### src/rtl/core_cfg_pkg.sv
// --------------------------------------------------------------------------
// Core configuration. queue_depth of 1 or more, any value works.
// --------------------------------------------------------------------------
package core_cfg_pkg;

    // first fetch address after reset
    localparam logic [31:0] reset_pc = 32'h0000_0000;

    // instruction queue entries
    localparam int queue_depth = 2;

    // queue pointer width, at least one bit
    localparam int queue_ptr_w = (queue_depth > 1) ? $clog2(queue_depth) : 1;

    // integer register file size, x0 included
    localparam int reg_count = 32;

endpackage

### src/rtl/rv_isa_pkg.sv
// --------------------------------------------------------------------------
// RV32I encodings for the integer subset that this core executes.
// Only the register and immediate ALU forms are described.
// --------------------------------------------------------------------------
package rv_isa_pkg;

    // ----------------------------------------------------------------------
    // major opcodes
    // ----------------------------------------------------------------------
    // register-register ALU group
    localparam logic [6:0] op_reg = 7'b0110011;
    // register-immediate ALU group
    localparam logic [6:0] op_imm = 7'b0010011;

    // ----------------------------------------------------------------------
    // function codes
    // ----------------------------------------------------------------------
    localparam logic [2:0] f3_add = 3'b000;
    localparam logic [2:0] f3_xor = 3'b100;
    localparam logic [2:0] f3_or  = 3'b110;
    localparam logic [2:0] f3_and = 3'b111;

    // funct7 of SUB, ADD uses all zeros
    localparam logic [6:0] f7_sub = 7'b0100000;

    // ----------------------------------------------------------------------
    // instruction word
    // ----------------------------------------------------------------------
    // same 32 bits seen either as R-type or as I-type
    // rs1, funct3, rd and opcode sit at the same place in both views
    typedef union packed {
        struct packed {
            logic [6:0] funct7;
            logic [4:0] rs2;
            logic [4:0] rs1;
            logic [2:0] funct3;
            logic [4:0] rd;
            logic [6:0] opcode;
        } r;
        struct packed {
            // sign bit is imm[11]
            logic [11:0] imm;
            logic [4:0]  rs1;
            logic [2:0]  funct3;
            logic [4:0]  rd;
            logic [6:0]  opcode;
        } i;
    } rv_instr_u;

endpackage

### src/rtl/exec_unit.sv
// --------------------------------------------------------------------------
// Executes ADD, SUB, ADDI, ANDI, ORI, XORI. Everything else retires illegal
// with rd 0 and data 0. Register write and commit share one clock edge.
// --------------------------------------------------------------------------
`timescale 1ns/1ns

module exec_unit
    import rv_isa_pkg::*;
    import core_cfg_pkg::*;
(
    input  logic        clk,
    input  logic        rst_n,

    // from the instruction queue
    input  logic        pop_valid,
    input  logic [31:0] pop_data,
    output logic        pop_ready,

    // commit trace
    output logic        commit_valid,
    input  logic        commit_ready,
    output logic [4:0]  commit_rd,
    output logic [31:0] commit_data,
    output logic        commit_illegal
);

    rv_instr_u   instr;
    logic [31:0] regs [reg_count];
    logic [31:0] rs1_val;
    logic [31:0] rs2_val;
    logic [31:0] imm_sext;
    logic [31:0] result;
    logic        illegal;
    logic        do_pop;
    logic        wr_en;

    assign instr = rv_instr_u'(pop_data);

    // output register free, or emptied by the sink this cycle
    assign pop_ready = !commit_valid || commit_ready;
    assign do_pop    = pop_valid && pop_ready;

    // ----------------------------------------------------------------------
    // operands
    // ----------------------------------------------------------------------
    // x0 is never written, so its read is forced to zero
    assign rs1_val  = (instr.r.rs1 == 5'd0) ? 32'd0 : regs[instr.r.rs1];
    assign rs2_val  = (instr.r.rs2 == 5'd0) ? 32'd0 : regs[instr.r.rs2];
    assign imm_sext = {{20{instr.i.imm[11]}}, instr.i.imm};

    // ----------------------------------------------------------------------
    // decode and ALU
    // ----------------------------------------------------------------------
    always_comb begin
        illegal = 1'b0;
        result  = 32'd0;
        case (instr.r.opcode)
            op_reg: begin
                // only ADD and SUB of the R-type group
                if (instr.r.funct3 == f3_add && instr.r.funct7 == 7'd0) begin
                    result = rs1_val + rs2_val;
                end else if (instr.r.funct3 == f3_add && instr.r.funct7 == f7_sub) begin
                    result = rs1_val - rs2_val;
                end else begin
                    illegal = 1'b1;
                end
            end
            op_imm: begin
                case (instr.i.funct3)
                    f3_add:  result = rs1_val + imm_sext;
                    f3_xor:  result = rs1_val ^ imm_sext;
                    f3_or:   result = rs1_val | imm_sext;
                    f3_and:  result = rs1_val & imm_sext;
                    default: illegal = 1'b1;
                endcase
            end
            default: begin
                illegal = 1'b1;
            end
        endcase
    end

    assign wr_en = do_pop && !illegal && (instr.r.rd != 5'd0);

    // register file, written at the pop edge so the next word sees it
    always_ff @(posedge clk) begin
        if (wr_en) begin
            regs[instr.r.rd] <= result;
        end
    end

    // ----------------------------------------------------------------------
    // commit register
    // ----------------------------------------------------------------------
    always_ff @(posedge clk or negedge rst_n) begin
        if (!rst_n) begin
            commit_valid   <= 1'b0;
            commit_illegal <= 1'b0;
        end else if (do_pop) begin
            commit_valid   <= 1'b1;
            commit_illegal <= illegal;
        end else if (commit_ready) begin
            commit_valid   <= 1'b0;
        end
    end

    // payload only changes on a pop, so it holds while stalled
    always_ff @(posedge clk) begin
        if (do_pop) begin
            commit_rd   <= illegal ? 5'd0 : instr.r.rd;
            // writes to x0 and illegal words report zero
            commit_data <= (illegal || instr.r.rd == 5'd0) ? 32'd0 : result;
        end
    end

endmodule

### src/rtl/fetch_unit.sv
// --------------------------------------------------------------------------
// Sequential fetch, PC only steps by 4. One request outstanding at a time.
// Relies on the queue never losing room while a request is pending.
// --------------------------------------------------------------------------
`timescale 1ns/1ns

module fetch_unit
    import core_cfg_pkg::*;
(
    input  logic        clk,
    input  logic        rst_n,

    // instruction memory, request/grant
    output logic        instr_req,
    output logic [31:0] instr_addr,
    input  logic        instr_gnt,
    input  logic [31:0] instr_data,

    // towards the instruction queue
    output logic        push_valid,
    output logic [31:0] push_data,
    input  logic        push_ready
);

    logic [31:0] pc;
    logic        req_pending;
    logic        granted;

    // request completes in the grant cycle
    assign granted = req_pending & instr_gnt;

    // ----------------------------------------------------------------------
    // request handling
    // ----------------------------------------------------------------------
    // raised only while the queue has room, held until granted
    always_ff @(posedge clk or negedge rst_n) begin
        if (!rst_n) begin
            req_pending <= 1'b0;
        end else if (granted) begin
            req_pending <= 1'b0;
        end else if (!req_pending && push_ready) begin
            req_pending <= 1'b1;
        end
    end

    // ----------------------------------------------------------------------
    // program counter
    // ----------------------------------------------------------------------
    always_ff @(posedge clk or negedge rst_n) begin
        if (!rst_n) begin
            pc <= reset_pc;
        end else if (granted) begin
            pc <= pc + 32'd4;
        end
    end

    assign instr_req  = req_pending;
    assign instr_addr = pc;

    // granted word goes straight into the queue
    // room is guaranteed since the request was started with push_ready high
    assign push_valid = granted;
    assign push_data  = instr_data;

endmodule

### src/rtl/instr_queue.sv
// --------------------------------------------------------------------------
// Circular FIFO of queue_depth words. Accepts a push when full if a pop
// happens in the same cycle. No bypass, a pushed word pops a cycle later.
// --------------------------------------------------------------------------
`timescale 1ns/1ns

module instr_queue
    import core_cfg_pkg::*;
(
    input  logic        clk,
    input  logic        rst_n,

    // write side, from fetch
    input  logic        push_valid,
    input  logic [31:0] push_data,
    output logic        push_ready,

    // read side, to execute
    output logic        pop_valid,
    output logic [31:0] pop_data,
    input  logic        pop_ready
);

    localparam logic [queue_ptr_w-1:0] last_ptr = queue_ptr_w'(queue_depth - 1);

    logic [31:0]            mem [queue_depth];
    logic [queue_ptr_w-1:0] wr_ptr;
    logic [queue_ptr_w-1:0] rd_ptr;
    logic [queue_ptr_w:0]   count;
    logic                   full;
    logic                   do_push;
    logic                   do_pop;

    assign full       = (count == (queue_ptr_w + 1)'(queue_depth));
    assign pop_valid  = (count != '0);
    assign push_ready = !full || pop_ready;
    assign pop_data   = mem[rd_ptr];

    assign do_push = push_valid && push_ready;
    assign do_pop  = pop_valid && pop_ready;

    // storage, payload only
    always_ff @(posedge clk) begin
        if (do_push) begin
            mem[wr_ptr] <= push_data;
        end
    end

    // ----------------------------------------------------------------------
    // pointers and occupancy
    // ----------------------------------------------------------------------
    always_ff @(posedge clk or negedge rst_n) begin
        if (!rst_n) begin
            wr_ptr <= '0;
            rd_ptr <= '0;
            count  <= '0;
        end else begin
            if (do_push) begin
                wr_ptr <= (wr_ptr == last_ptr) ? '0 : wr_ptr + queue_ptr_w'(1);
            end
            if (do_pop) begin
                rd_ptr <= (rd_ptr == last_ptr) ? '0 : rd_ptr + queue_ptr_w'(1);
            end
            // simultaneous push and pop leaves count unchanged
            if (do_push && !do_pop) begin
                count <= count + (queue_ptr_w + 1)'(1);
            end else if (do_pop && !do_push) begin
                count <= count - (queue_ptr_w + 1)'(1);
            end
        end
    end

endmodule

### src/rtl/mini_core.sv
// --------------------------------------------------------------------------
// Straight-line RV32 subset core. No branches, loads, stores or traps.
// Instruction port is request/grant, commit trace is valid/ready.
// --------------------------------------------------------------------------
`timescale 1ns/1ns

module mini_core (
    input  logic        clk,
    input  logic        rst_n,

    // instruction memory
    output logic        instr_req,
    output logic [31:0] instr_addr,
    input  logic        instr_gnt,
    input  logic [31:0] instr_data,

    // commit trace
    output logic        commit_valid,
    input  logic        commit_ready,
    output logic [4:0]  commit_rd,
    output logic [31:0] commit_data,
    output logic        commit_illegal
);

    // fetch to queue
    logic        push_valid;
    logic [31:0] push_data;
    logic        push_ready;

    // queue to execute
    logic        pop_valid;
    logic [31:0] pop_data;
    logic        pop_ready;

    fetch_unit i_fetch (
        .clk        (clk),
        .rst_n      (rst_n),
        .instr_req  (instr_req),
        .instr_addr (instr_addr),
        .instr_gnt  (instr_gnt),
        .instr_data (instr_data),
        .push_valid (push_valid),
        .push_data  (push_data),
        .push_ready (push_ready)
    );

    instr_queue i_queue (
        .clk        (clk),
        .rst_n      (rst_n),
        .push_valid (push_valid),
        .push_data  (push_data),
        .push_ready (push_ready),
        .pop_valid  (pop_valid),
        .pop_data   (pop_data),
        .pop_ready  (pop_ready)
    );

    exec_unit i_exec (
        .clk            (clk),
        .rst_n          (rst_n),
        .pop_valid      (pop_valid),
        .pop_data       (pop_data),
        .pop_ready      (pop_ready),
        .commit_valid   (commit_valid),
        .commit_ready   (commit_ready),
        .commit_rd      (commit_rd),
        .commit_data    (commit_data),
        .commit_illegal (commit_illegal)
    );

endmodule

### config.mk
export PLATFORM = sky130hd
export DESIGN_NAME = mini_core
export DESIGN_NICKNAME = d
export VERILOG_FILES = /design/src/rtl/core_cfg_pkg.sv /design/src/rtl/rv_isa_pkg.sv /design/src/rtl/exec_unit.sv /design/src/rtl/fetch_unit.sv /design/src/rtl/instr_queue.sv /design/src/rtl/mini_core.sv
export SDC_FILE = /design/constraint.sdc
export NUM_CORES = 2
export LEC_CHECK = 0
export ABC_AREA = 0
export BUFFER_PORTS_ARGS = -buffer_cell sky130_fd_sc_hd__buf_4
export CAP_MARGIN = 20
export CORE_ASPECT_RATIO = 0.7
export CORE_MARGIN = 3
export CORE_UTILIZATION = 30
export DETAILED_ROUTE_END_ITERATION = 10
export GPL_TIMING_DRIVEN = 0
export PLACE_DENSITY = 0.41
export SLEW_MARGIN = 0
export SYNTH_ARGS = -nofsm -noshare
export SYNTH_HDL_FRONTEND = slang
export SYNTH_SLANG_ARGS = --single-unit
### constraint.sdc
create_clock -name clk -period 10.75 [get_ports clk]
set_clock_uncertainty 0.2 [all_clocks]
set_input_delay 1.6125 -clock clk [delete_from_list [all_inputs] [get_ports clk]]
set_output_delay 1.6125 -clock clk [all_outputs]
set_load 0.005 [all_outputs]
==> summary.log <==
qor: outcome.run_status finished, violations left
qor: outcome.violated_checks negative setup slack
qor: power_and_ir_drop.switching_power 13.4 mW
qor: yosys.syn_avg_cell_area 9.37 um2
qor: clock_tree.worst_setup_hold_path_clk_slew 0.06 ns
qor: die.die_h 389 um
qor: power_and_ir_drop.swShare 0.543
qor: route.drt_pass1_iterations 10
qor: final_layout.areaGrowthSynthToFinish 18.6%
qor: timing.fin_tns_setup -2.06 ns
qor: clock_tree.total_number_of_h_tree_levels 4
qor: die.floorplan.core_area 207000 um2
qor: route.route.detailed.drc 0
qor: timing.worst_slack -0.107 ns
qor: power_and_ir_drop.totalPowerFinal 24.6 mW
qor: grt.grt_remaining_overflow 0
qor: timing.setup-violations-final 67
qor: final_layout.multi_input_area 26500 um2
qor: yosys.synth_ff_type edfxtp_1
qor: setup_path.cp_common_cell buf_6
qor: yosys.synth-edff-count 1125
qor: timing.maxClockFrequency 92.1 MHz
qor: setup_path.worst_path_max_delay_cell clkdlybuf4s15_1
qor: power_and_ir_drop.p_per_area 330 nW/um2
qor: grt.number_of_global_route_vias_before_repair 52725
qor: yosys.synth-seq-area-share 0.552
qor: yosys.post-synth-top-area-fraction 0.537
qor: route.vias_per_cell 5.96
qor: grt.grt_start_max_net_pins 38
qor: route.initialDrtViolationCount 10918
qor: die.die_area 215000 um2
qor: yosys.synthArstFlopShare 0.0318
qor: clock_tree.tritoncts yes
qor: die.rows 139
qor: timing.maxSlewHeadroom 0.0519
qor: setup_path.setup.worst_path.end i_exec.regs[12][24]
qor: setup_path.setup.worst_path.start i_queue.rd_ptr
qor: clock_tree.total_number_of_clock_tree_sinks 1162
qor: clock_tree.clock_path_buffers 4
qor: route.routedWlPerCell 36.0 um
qor: clock_tree.cts_buffers 139
qor: yosys.synth.cell_area 62900 um2
qor: setup_path.critical_path.max_fanout 17
qor: timing.min_period 10.86 ns
qor: yosys.top_cell_type_by_total_area_after_synthesis edfxtp_1
qor: die.width_of_the_chip 553 um
qor: power_and_ir_drop.worst_vdd_drop 0.166 mV
qor: final_layout.area.sequential 34700 um2
qor: final_layout.final_nets 7299
qor: clock_tree.later_pin_clock_latency_in_the_skew_report 0.83 ns
qor: clock_tree.cts.hold.buffers_added 0
qor: final_layout.fillers 20713
qor: clock_tree.root_buffer clkbuf_16
qor: route.routed_wire_length 360000 um
qor: setup_path.worst_r2r_path_depth 25
qor: place.hpwl 276000 um
qor: final_layout.utilization 0.361
qor: final_layout.mostFrequentLayoutCells nand2_1, edfxtp_1, nand3_1, clkbuf_1, a21oi_1
qor: setup_path.worst_ep_required_time 11.16 ns
qor: timing.report.final.slew_viol_count 0
qor: die.initial_utilization 0.304
qor: route.num_vias 59546
qor: power_and_ir_drop.share_comb_of_total_power 0.601
qor: setup_path.critical_path_depth 25
qor: final_layout.commonest_non_fill_non_tap_cell_in_the_layout nand2_1
qor: timing.worst_slew_pin_slew 1.41 ns
qor: yosys.yosys-top-cells-area edfxtp_1, nand2_1, nand3_1
qor: power_and_ir_drop.total_leakage_power 27.3 nW
qor: final_layout.drive_gt1_frac 0.0940
qor: timing.grt_setup_unrepaired false
qor: power_and_ir_drop.share_seq_of_total_power 0.208
qor: setup_path.cp-start-kind flop
qor: worst_hold_path.timing.hold.worst.class reg2reg
qor: timing.hold_violation_total_from_the_final_report 0
qor: power_and_ir_drop.cell_internal_pwr 11.3 mW
qor: setup_path.worst_path_dominant_cell_family compound AO/OA/AOI/OAI gates
qor: setup_path.critPathKind reg2reg
qor: final_layout.postLayoutCellArea 74600 um2
qor: yosys.synthesized_netlist_cell_count 6712
qor: setup_path.worst-endpoint-arrival 11.27 ns
qor: job.max_cap_viol_count 0
qor: grt.first_pass_grt_wire_length 474000 um
qor: place.io_buffers 105
qor: grt.grt_antenna_before_repair 61
qor: timing.final.period_utilization 1.01
qor: place.placement.cell_area 70100 um2
qor: yosys.synth_cell_types 96
qor: grt.grt.total_usage 0.322
qor: setup_path.highest_cell_delay_on_the_worst_timing_path 0.82 ns
qor: setup_path.critical_path.reg2reg.endpoint i_exec.regs[12][24]
qor: timing.fin_worst_hold_slack 0.272 ns
qor: setup_path.path_buf_inv 8
qor: yosys.ys_warn_count 0
qor: route.number_of_routed_nets_with_antenna_violations 0
qor: power_and_ir_drop.clockPowerShare 0.192
qor: die.ios 108
qor: place.gp_congestion 1.03
qor: yosys.ys_seq_elements 1162
qor: setup_path.r2r_setup_slack -0.11 ns
qor: setup_path.cp_endpoint_kind flop
qor: setup_path.r2r-start i_queue.rd_ptr
-- stage by stage --
step | setup slack [ns] | cells
final | -0.107 | 9995
after global routing | 0.179 | 9976
after detailed placement | -0.276 | 9728
after CTS | 0.0424 | 9963
after global placement | -5.75 | 9599
after floorplan | 4.15 | 6745
-- cells in the mapped netlist, drive strengths merged (20+ instances only) --
master	instances
nand2	2165
edfxtp	1125
nand3	1044
clkbuf	365
a21oi	241
a311oi	191
nor2	182
and3	136
inv	136
buf	135
ha	128
nor3	101
o21ai	70
xnor2	58
a21o	56
o31ai	54
nor2b	40
dfrtp	37
a31oi	32
a32oi	31
a311o	30
a211oi	26
mux2i	25
xor2	24
nand4	20
o21bai	20
-- cell families after synthesis --
kind of cell             synth area share
flip-flops                          0.552
other                           0.0000596
AND/OR/NAND/NOR                     0.261
XOR/XNOR                           0.0115
adder cells (fa/ha/maj)            0.0261
multiplexers                      0.00782
AO/OA/AOI/OAI                       0.101
buffers and inverters              0.0408
-- worst register-to-register path: cells and delay by family (launching register included) --
family	cells	cell delay [ns]
AND/OR/NAND/NOR	3	0.85
adder cells (fa/ha/maj)	2	0.73
multiplexers	1	0.69
XOR/XNOR	1	0.40
AO/OA/AOI/OAI	10	3.74
buffers and inverters	8	3.62
flip-flops	1	0.40
-- registers in the layout (all words and copies together), names as in the netlist --
| register | cells |
|---|---|
| i_queue.count | 2 |
| i_queue.wr_ptr | 1 |
| i_queue.rd_ptr | 1 |
| i_fetch.instr_addr | 30 |
| i_exec.commit_rd | 5 |
| i_exec.commit_data | 32 |
| i_fetch.instr_req | 1 |
| i_exec.regs | 1024 |
| i_queue.mem | 64 |
| i_exec.commit_valid | 1 |
| i_exec.commit_illegal | 1 |
-- layout make-up --
cell class	count	share of cell area
inverter	138	0.00694
sequential	1162	0.465
multi-input combinational	4946	0.356
clock inverter	52	0.00674
clock buffer	183	0.0498
timing repair buffer	246	0.0413
antenna	19	0.000637
buffer	500	0.0278
tap	2749	0.0461
-- per-layer routing --
layer | vias up | track usage | wire length (um)
met5 | - | 0 | 161
met4 | 24 | 0.0987 | 12700
met3 | 532 | 0.145 | 57900
met2 | 4156 | 0.402 | 131000
met1 | 29900 | 0.480 | 158000
li1 | 24934 | - | -
-- power by group through the flow --
stage | logic (mW) | clock network (mW) | registers, mW
6_report | 14.8 | 4.72 | 5.12
5_1_grt | 15.2 | 4.90 | 5.13
3_3_place_gp | 13.4 | 0 | 5.22
2_1_floorplan | 7.10 | 0 | 5.20
3_5_place_dp | 13.9 | 0 | 5.21
4_1_cts | 13.9 | 4.73 | 5.12
-- timing repair --
item,in CTS,in global routing
resized for setup,2,17
pin swaps,0,3
endpoints found under the setup margin,96,96
gates cloned,0,1
setup buffers,0,2
-- worst min-delay path by stage --
stage,startpoint,cells past startpoint,endpoint
3_3_place_gp,i_fetch.instr_addr[31],1,i_fetch.instr_addr[31]
5_1_grt,i_fetch.instr_addr[31],1,i_fetch.instr_addr[31]
2_1_floorplan,i_queue.wr_ptr,1,i_queue.wr_ptr
3_5_place_dp,i_fetch.instr_addr[31],1,i_fetch.instr_addr[31]
6_report,i_fetch.instr_addr[31],1,i_fetch.instr_addr[31]
4_1_cts,i_fetch.instr_addr[31],1,i_fetch.instr_addr[31]
No activity file was read; power rests on OpenSTA's default activity.
